==> config.mk <==
export PLATFORM = sky130hd
export DESIGN_NAME = trellisTracker
export DESIGN_NICKNAME = d
export VERILOG_FILES = /design/src/hdl/trellisPkg.sv /design/src/hdl/trellisTracker.sv /design/src/hdl/maxMetricEvenOdd.sv /design/src/hdl/comp4TwosComp.sv /design/src/hdl/acsUnit.sv /design/src/hdl/symbolSequencer.sv
export VERILOG_INCLUDE_DIRS = /design/src /design/src/hdl
export SDC_FILE = /design/constraint.sdc
export NUM_CORES = 2
export LEC_CHECK = 0
export BUFFER_PORTS_ARGS = -buffer_cell sky130_fd_sc_hd__buf_4
export CAP_MARGIN = 10
export CELL_PAD_IN_SITES_DETAIL_PLACEMENT = 1
export CELL_PAD_IN_SITES_GLOBAL_PLACEMENT = 2
export CORE_AREA = 2 2 364 366
export CTS_CLUSTER_SIZE = 25
export DETAILED_ROUTE_END_ITERATION = 12
export DIE_AREA = 0 0 366 368
export PLACE_DENSITY_LB_ADDON = 0.1
export SYNTH_ARGS = -nofsm -noshare
export SYNTH_HDL_FRONTEND = slang
export SYNTH_SLANG_ARGS = --single-unit
==> constraint.sdc <==
create_clock -name clk -period 4.9 [get_ports clk]
set_clock_uncertainty 0.1 [all_clocks]
set_input_delay 0.49 -clock clk [delete_from_list [all_inputs] [get_ports clk]]
set_output_delay 0.49 -clock clk [all_outputs]
set_load 0.02 [all_outputs]
==> src/hdl/trellis_consts.svh <==
`ifndef TRELLIS_CONSTS_SVH
`define TRELLIS_CONSTS_SVH

// accumulated and branch metric word widths
`define METRIC_WIDTH 12
`define BRANCH_WIDTH 8

// states in the phase trellis, fixed by the comparator tree wiring
`define NUM_STATES 20

// symmetric saturation limits for the accumulated metrics
`define METRIC_MAX ((1 << (`METRIC_WIDTH - 1)) - 1)
`define METRIC_MIN (-`METRIC_MAX)

// most negative code, never produced by the ACS
// the comparators use it as padding so a real metric always wins against it
`define METRIC_PAD (-`METRIC_MAX - 1)

`endif
==> src/hdl/trellisPkg.sv <==
`include "trellis_consts.svh"

package trellisPkg;

   // one signed accumulated metric
   typedef logic signed [`METRIC_WIDTH-1:0] metricT;

   // one signed branch metric
   typedef logic signed [`BRANCH_WIDTH-1:0] branchT;

   // all states packed, state 0 in the lowest word
   typedef logic [`NUM_STATES*`METRIC_WIDTH-1:0] metricVecT;
   typedef logic [`NUM_STATES*`BRANCH_WIDTH-1:0] branchVecT;

   typedef logic [4:0] stateIdxT;           // 0 .. 19
   typedef logic signed [4:0] indexDeltaT;  // -10 .. +9

   // max finder sequencing, gray coded
   typedef enum logic [1:0] {
      IDLE   = 2'b00,
      STAGE1 = 2'b01,
      STAGE2 = 2'b11,
      STAGE3 = 2'b10
   } findStateT;

endpackage

==> src/hdl/trellisTracker.sv <==
`timescale 1ns/1ps
`include "trellis_consts.svh"

module trellisTracker (
   input  logic                   clk,
   input  logic                   reset,
   input  logic                   sampleEn,
   input  trellisPkg::branchVecT  branchMetrics,
   output trellisPkg::stateIdxT   index,
   output trellisPkg::indexDeltaT indexDelta,
   output trellisPkg::metricT     maxVal,
   output logic                   resultValid,
   output logic                   overrun
);

   logic                  symEn;
   logic                  even;
   logic                  metricsValid;
   trellisPkg::branchVecT branchReg;
   trellisPkg::metricVecT accMetrics;

   // decode, latches the metrics and paces the symbols
   symbolSequencer uSeq (
      .clk           (clk),
      .reset         (reset),
      .sampleEn      (sampleEn),
      .branchMetrics (branchMetrics),
      .symEn         (symEn),
      .branchReg     (branchReg),
      .even          (even),
      .overrun       (overrun)
   );

   // execute
   acsUnit uAcs (
      .clk          (clk),
      .reset        (reset),
      .symEn        (symEn),
      .branchReg    (branchReg),
      .accMetrics   (accMetrics),
      .metricsValid (metricsValid)
   );

   // result, parity follows the sequencer
   maxMetricEvenOdd uMax (
      .clk         (clk),
      .reset       (reset),
      .symEn       (metricsValid),
      .even        (even),
      .accMetOut   (accMetrics),
      .maxVal      (maxVal),
      .index       (index),
      .indexDelta  (indexDelta),
      .resultValid (resultValid)
   );

   // fixed 5-edge latency holds only if the sequencer spaces the symbols
   latencyFixed: assert property (@(posedge clk) disable iff (reset)
      symEn |-> ##5 resultValid)
      else $error("result did not follow the symbol by the fixed latency");

endmodule

==> src/hdl/maxMetricEvenOdd.sv <==
`timescale 1ns/1ps
`include "trellis_consts.svh"

module maxMetricEvenOdd (
   input  logic                   clk,
   input  logic                   reset,
   input  logic                   symEn,
   input  logic                   even,
   input  trellisPkg::metricVecT  accMetOut,
   output trellisPkg::metricT     maxVal,
   output trellisPkg::stateIdxT   index,
   output trellisPkg::indexDeltaT indexDelta,
   output logic                   resultValid
);

   // below every saturated metric, so padded inputs never win
   localparam trellisPkg::metricT padCode = trellisPkg::metricT'(`METRIC_PAD);

   trellisPkg::metricT    met [`NUM_STATES];
   trellisPkg::metricT    grpVal [2][3];  // stage one winners per parity and group
   trellisPkg::stateIdxT  grpIdx [2][3];  // position within the parity, 0 .. 9
   trellisPkg::metricT    parVal [2];     // stage two winner per parity
   trellisPkg::stateIdxT  parIdx [2];     // winning group, 0 .. 2
   trellisPkg::findStateT state;
   logic                  par;
   trellisPkg::stateIdxT  pos;
   trellisPkg::stateIdxT  newIdx;
   logic signed [5:0]     step;
   logic signed [5:0]     stepWrap;

   genvar s;
   genvar p;
   generate
      for (s = 0; s < `NUM_STATES; s++) begin : gSplit
         assign met[s] = accMetOut[s*`METRIC_WIDTH +: `METRIC_WIDTH];
      end

      // p = 0 searches the even states, p = 1 the odd ones
      for (p = 0; p < 2; p++) begin : gParity
         comp4TwosComp #(.size(`METRIC_WIDTH), .indexOffset(0)) uGrp0 (
            .clk    (clk),
            .reset  (reset),
            .in0    (met[p]),
            .in1    (met[p+2]),
            .in2    (met[p+4]),
            .in3    (met[p+6]),
            .index  (grpIdx[p][0]),
            .maxVal (grpVal[p][0])
         );

         comp4TwosComp #(.size(`METRIC_WIDTH), .indexOffset(4)) uGrp1 (
            .clk    (clk),
            .reset  (reset),
            .in0    (met[p+8]),
            .in1    (met[p+10]),
            .in2    (met[p+12]),
            .in3    (met[p+14]),
            .index  (grpIdx[p][1]),
            .maxVal (grpVal[p][1])
         );

         // only two states left for the last group
         comp4TwosComp #(.size(`METRIC_WIDTH), .indexOffset(8)) uGrp2 (
            .clk    (clk),
            .reset  (reset),
            .in0    (met[p+16]),
            .in1    (met[p+18]),
            .in2    (padCode),
            .in3    (padCode),
            .index  (grpIdx[p][2]),
            .maxVal (grpVal[p][2])
         );

         // stage two picks the group
         comp4TwosComp #(.size(`METRIC_WIDTH), .indexOffset(0)) uPar (
            .clk    (clk),
            .reset  (reset),
            .in0    (grpVal[p][0]),
            .in1    (grpVal[p][1]),
            .in2    (grpVal[p][2]),
            .in3    (padCode),
            .index  (parIdx[p]),
            .maxVal (parVal[p])
         );
      end
   endgenerate

   assign par = ~even;  // low bit of the state index

   always_comb begin
      case (parIdx[par][1:0])
         2'd0:    pos = grpIdx[par][0];
         2'd1:    pos = grpIdx[par][1];
         default: pos = grpIdx[par][2];
      endcase
   end

   assign newIdx = {pos[3:0], par};
   assign step   = $signed({1'b0, newIdx}) - $signed({1'b0, index});

   // shortest way round the ring
   always_comb begin
      if (step > 6'sd9)
         stepWrap = step - 6'sd20;
      else if (step < -6'sd10)
         stepWrap = step + 6'sd20;
      else
         stepWrap = step;
   end

   always_ff @(posedge clk) begin
      if (reset) begin
         state       <= trellisPkg::IDLE;
         index       <= '0;
         indexDelta  <= '0;
         maxVal      <= '0;
         resultValid <= 1'b0;
      end else begin
         resultValid <= 1'b0;
         case (state)
            trellisPkg::IDLE: begin
               if (symEn)
                  state <= trellisPkg::STAGE1;
            end
            trellisPkg::STAGE1: state <= trellisPkg::STAGE2;  // stage one registered
            trellisPkg::STAGE2: state <= trellisPkg::STAGE3;  // stage two registered
            trellisPkg::STAGE3: begin
               index       <= newIdx;
               indexDelta  <= trellisPkg::indexDeltaT'(stepWrap);
               maxVal      <= parVal[par];
               resultValid <= 1'b1;
               state       <= trellisPkg::IDLE;
            end
            default: state <= trellisPkg::IDLE;
         endcase
      end
   end

   indexRange: assert property (@(posedge clk) disable iff (reset)
      index < `NUM_STATES)
      else $error("index %0d is outside the trellis", index);

endmodule

==> src/hdl/comp4TwosComp.sv <==
`timescale 1ns/1ps
`include "trellis_consts.svh"

module comp4TwosComp #(
   parameter int size        = 12,
   parameter int indexOffset = 0
) (
   input  logic                   clk,
   input  logic                   reset,
   input  logic signed [size-1:0] in0,
   input  logic signed [size-1:0] in1,
   input  logic signed [size-1:0] in2,
   input  logic signed [size-1:0] in3,
   output trellisPkg::stateIdxT   index,
   output logic signed [size-1:0] maxVal
);

   logic signed [size-1:0] maxLo;
   logic signed [size-1:0] maxHi;
   logic signed [size-1:0] maxAll;
   logic                   selLo;
   logic                   selHi;
   logic                   selAll;
   logic [1:0]             pos;

   // ties always go to the higher-numbered input
   assign selLo  = (in1 >= in0);
   assign selHi  = (in3 >= in2);
   assign maxLo  = selLo ? in1 : in0;
   assign maxHi  = selHi ? in3 : in2;
   assign selAll = (maxHi >= maxLo);
   assign maxAll = selAll ? maxHi : maxLo;

   assign pos = selAll ? {1'b1, selHi} : {1'b0, selLo};

   always_ff @(posedge clk) begin
      if (reset) begin
         index  <= '0;
         maxVal <= '0;
      end else begin
         index  <= trellisPkg::stateIdxT'(pos) + trellisPkg::stateIdxT'(indexOffset);
         maxVal <= maxAll;
      end
   end

endmodule

==> src/hdl/acsUnit.sv <==
`timescale 1ns/1ps
`include "trellis_consts.svh"

module acsUnit (
   input  logic                  clk,
   input  logic                  reset,
   input  logic                  symEn,
   input  trellisPkg::branchVecT branchReg,
   output trellisPkg::metricVecT accMetrics,
   output logic                  metricsValid
);

   wire trellisPkg::metricVecT accNext;

   genvar s;
   generate
      for (s = 0; s < `NUM_STATES; s++) begin : gState
         // ring trellis, state s is entered from itself and from s-1
         localparam int pred = (s + `NUM_STATES - 1) % `NUM_STATES;

         trellisPkg::metricT            own;
         trellisPkg::metricT            prev;
         trellisPkg::metricT            best;
         trellisPkg::metricT            sat;
         trellisPkg::branchT            br;
         logic signed [`METRIC_WIDTH:0] sum;  // one guard bit

         assign own  = accMetrics[s*`METRIC_WIDTH +: `METRIC_WIDTH];
         assign prev = accMetrics[pred*`METRIC_WIDTH +: `METRIC_WIDTH];
         assign br   = branchReg[s*`BRANCH_WIDTH +: `BRANCH_WIDTH];

         assign best = (prev > own) ? prev : own;  // compare-select
         assign sum  = (`METRIC_WIDTH+1)'(best) + (`METRIC_WIDTH+1)'(br);  // sign extended

         always_comb begin
            if (sum > (`METRIC_WIDTH+1)'(`METRIC_MAX))
               sat = trellisPkg::metricT'(`METRIC_MAX);
            else if (sum < (`METRIC_WIDTH+1)'(`METRIC_MIN))
               sat = trellisPkg::metricT'(`METRIC_MIN);
            else
               sat = sum[`METRIC_WIDTH-1:0];
         end

         assign accNext[s*`METRIC_WIDTH +: `METRIC_WIDTH] = sat;

         // the padding code must stay out of the live metrics
         noPadCode: assert property (@(posedge clk) disable iff (reset)
            metricsValid |-> (own != trellisPkg::metricT'(`METRIC_PAD)))
            else $error("state %0d holds the reserved padding code", s);
      end
   endgenerate

   always_ff @(posedge clk) begin
      if (reset) begin
         accMetrics   <= '0;
         metricsValid <= 1'b0;
      end else begin
         metricsValid <= symEn;
         if (symEn)
            accMetrics <= accNext;
      end
   end

endmodule

==> src/hdl/symbolSequencer.sv <==
`timescale 1ns/1ps
`include "trellis_consts.svh"

module symbolSequencer (
   input  logic                  clk,
   input  logic                  reset,
   input  logic                  sampleEn,
   input  trellisPkg::branchVecT branchMetrics,
   output logic                  symEn,
   output trellisPkg::branchVecT branchReg,
   output logic                  even,
   output logic                  overrun
);

   // cycles from an accepted strobe until the max finder is free again
   localparam int busyCycles = 5;

   logic [2:0] busyCnt;
   logic       busy;
   logic       accept;

   assign busy   = (busyCnt != 3'd0);
   assign accept = sampleEn && !busy;  // strobes inside the window are dropped

   always_ff @(posedge clk) begin
      if (reset) begin
         symEn   <= 1'b0;
         even    <= 1'b0;  // flips to even on the first accepted strobe
         overrun <= 1'b0;
         busyCnt <= 3'd0;
      end else begin
         symEn <= accept;
         if (accept) begin
            even    <= ~even;
            busyCnt <= 3'(busyCycles);
         end else if (busy) begin
            busyCnt <= busyCnt - 3'd1;
         end
         if (sampleEn && busy)
            overrun <= 1'b1;  // sticky until reset
      end
   end

   // branch metrics held for the whole symbol
   always_ff @(posedge clk) begin
      if (accept)
         branchReg <= branchMetrics;
   end

   // the busy window must keep accepted symbols apart
   symEnSpacing: assert property (@(posedge clk) disable iff (reset)
      symEn |=> !symEn)
      else $error("symEn asserted on two consecutive cycles");

endmodule

==> flow_metrics.tcl <==
set metrics [dict create \
    io_pins 187 \
    die_h_um 368 \
    instances_no_fill 7978 \
    setup_viol 0 \
    dieWidth_um 366 \
    ys.warnings.count 0 \
    timing.final.crit_share_pct 98.02 \
    crit_type "reg2reg" \
    wl_per_cell_um 22.95 \
    yosysMostFrequentCell "ha_1" \
    gr-total-overflow 0 \
    grt_max_degree 94 \
    drive_gt1_share_pct 23.70 \
    slew_headroom_pct 30.97 \
    synth_common_cells "ha_1, inv_1, dfxtp_1, mux2i_1, a21oi_1" \
    route.detailed.drc 0 \
    worstMarginPinSlew_ns 1.031 \
    cts_buffers 77 \
    p_total_mw 52.62 \
    synthesis.instances 5262 \
    drt_iter0_drc 1959 \
    dp_hpwl_um 143500 \
    cp_data_arrival_time_ns 5.30 \
    dieArea_um2 134700 \
    finalHoldViolations 0 \
    antenna_found_initial 0 \
    syn_avg_cell_area_um2 8.907 \
    p_switching_mw 25.20 \
    start_util_pct 35.83 \
    cts_tree "built" \
    startpoint_type "register" \
    placedCellCount 7590 \
    cts_root_buf "clkbuf_16" \
    period_minus_slack_ns 4.803 \
    p_int_mw 27.42 \
    insertion_delay_ns 0.69 \
    drt_first_pass_iters 5 \
    first_global_vias 45690 \
    p_seq_share_pct 13.1 \
    cts.sinks 545 \
    rsz0062_at_grt "true" \
    drt_wl_total_um 183100 \
    drtAntennaViolNets 0 \
    core_um2 130800 \
    vias 44240 \
    p_sw_share_pct 47.89 \
    max_freq_mhz 208.2 \
    synthToLayoutAreaGrowth_pct 30.10 \
    yosys.area.top_type "ha_1" \
    p_clk_share_pct 11.5 \
    grt_pass1_wl_um 276200 \
    io_buffers 186 \
    p_leak_nw 27.11 \
    routabilityCongestion 0.8978 \
    power.density_nw_per_um2 863.0 \
    placementRows 133 \
    timing.max_cap.violations 0 \
    syn_nets 6193 \
    yosysTopAreaCellShare_pct 19.94 \
    utilization_pct 46.62 \
    ir_worst_vdd_mv 0.4897 \
    power_frac_comb_pct 75.4 \
    crit_path_end_kind "register" \
    async_reset_ff_share_pct 0 \
    via_per_inst 5.545 \
    outcome "complete, no violations" \
    antenna_cells 0 \
    synth_edf_count 160 \
    syn_area_um2 46870 \
    cts_buffer_depth 3 \
    finalMaxSlewViolations 0 \
    worst-path-max-fanout 3 \
    ys_seq_area_share_pct 26.70 \
    yosysUniqueCellTypes 91 \
    netlist_top_cells_area "ha_1, dfxtp_1, edfxtp_1" \
    path_clk_slew_ns 0.06 \
    cp.required_ns 5.39 \
    grt_usage_pct 26.24 \
    ys_seq_elements 545 \
    ys.flop_type "dfxtp_1" \
    min_path_type "in2reg" \
    htreeDepth 3 \
    final_nets 7090 \
]
registers in the layout (all words and copies together), names as in the netlist, 3 cells and up:
signal                     flops
uMax.maxVal                   12
uAcs.accMetrics              240
uMax.gParity.uGrp1.maxVal     24
uMax.gParity.uGrp0.maxVal     24
uMax.gParity.uGrp2.index       4
uMax.gParity.uGrp1.index       5
uMax.gParity.uPar.index        4
uSeq.branchReg               160
uMax.indexDelta                5
uMax.index                     5
uMax.gParity.uPar.maxVal      24
uMax.gParity.uGrp0.index       4
uMax.gParity.uGrp2.maxVal     24
uSeq.busyCnt                   3
layer usage:
layer	routed length (µm)	vias to the layer above	global-route usage, %
met5	0	-	0
met4	4773	0	6.481
met3	5097	223	2.559
met2	87320	651	45.46
met1	85900	21780	34.88
li1	-	21580	-
repair_timing:
action	in CTS	in global routing
hold buffers	161	0
setup buffers	3	75
gates resized for setup	41	392
hold endpoints to repair	161	0
pin swaps	4	140
setup endpoints to repair	80	278
gates cloned	1	6
stage by stage:
step	area [µm²]	hold slack [ns]	worst slack [ns]	setup TNS [ns]
2_1_floorplan	46890	0.3153	0.04283	0
3_3_place_gp	54280	0.3444	-0.09395	-1.395
3_5_place_dp	54280	0.3585	-0.1491	-3.469
4_1_cts	58780	0.1088	0.005682	0
5_1_grt	60970	0.1415	-0.09063	-1.387
6_report	60970	0.1668	0.09691	0
cell families after synthesis:
group | Yosys count | share of synthesized area [%]
AO/OA/AOI/OAI | 1500 | 22.07
AND/OR/NAND/NOR | 1218 | 13.23
XOR/XNOR | 192 | 3.588
multiplexers | 378 | 8.097
flip-flops | 545 | 26.70
adder cells (fa/ha/maj) | 778 | 21.05
buffers and inverters | 651 | 5.273
layout by cell type (no fill, tap or decap), types with 69 or more instances in the layout:
master / Yosys / final
buf_4: 1 / 813
ha_1: 747 / 711
inv_1: 454 / 439
dfxtp_1: 385 / 348
mux2i_1: 369 / 338
nor2_1: 312 / 307
a21oi_1: 337 / 303
o21ai_0: 309 / 273
nand2_1: 254 / 246
dlygate4sd3_1: 0 / 161
edfxtp_1: 160 / 160
nor3_1: 131 / 121
a21o_1: 115 / 114
o221a_2: 102 / 102
xor2_1: 98 / 95
nand3_1: 90 / 90
xnor2_1: 94 / 87
clkbuf_16: 0 / 83
a211oi_1: 92 / 75
nand4_1: 69 / 69
area by class of cell:
cell class | count | area, µm²
repair buffers | 1011 | 8270
clock inverters | 36 | 457.9
inverters | 457 | 1725
clock buffers | 107 | 2225
well taps | 1755 | 2196
fillers | 15060 | 69820
multi-input cells | 4067 | 33530
flip-flops and latches | 545 | 12570
power by group through the flow:
stage	clock, mW	combinational (mW)	sequential [mW]
after floorplan	0	23.3	6.66
after global placement	0	35.1	6.94
after detailed placement	0	35.6	6.95
after CTS	6.21	36.2	6.88
after global routing	6.35	43.3	7.03
final	6.04	39.7	6.91
worst max-delay path, cell delays in order (launching register included):
cell and delay, ns:
dfxtp_1 0.35, inv_2 0.06, ha_4 0.26, and3_4 0.18, a22o_1 0.20, nor4_4 0.06
a221o_1 0.31, a21oi_2 0.18, mux2i_2 0.37, ha_2 0.25, inv_1 0.05, fa_2 0.34
nand3b_1 0.23, a2111oi_2 0.41, buf_4 0.18, nor3_1 0.04, or3_1 0.40, buf_4 0.15
maj3_1 0.38, a211oi_2 0.22
final timing paths:
| kind | end | cells past startpoint | slack, ns | from |
|---|---|---|---|---|
| setup / recovery | uAcs.accMetrics[130] | 19 | 0.1 | uAcs.accMetrics[130] |
| hold / removal | uMax.gParity[0].uGrp2.maxVal[9] | 2 | 0.17 | reset |
| setup reg to reg | uAcs.accMetrics[130] | 19 | 0.1 | uAcs.accMetrics[130] |
| hold reg to reg | uMax.state[0] | 1 | 0.36 | uMax.state[1] |
(Power assumes the default switching activity.)
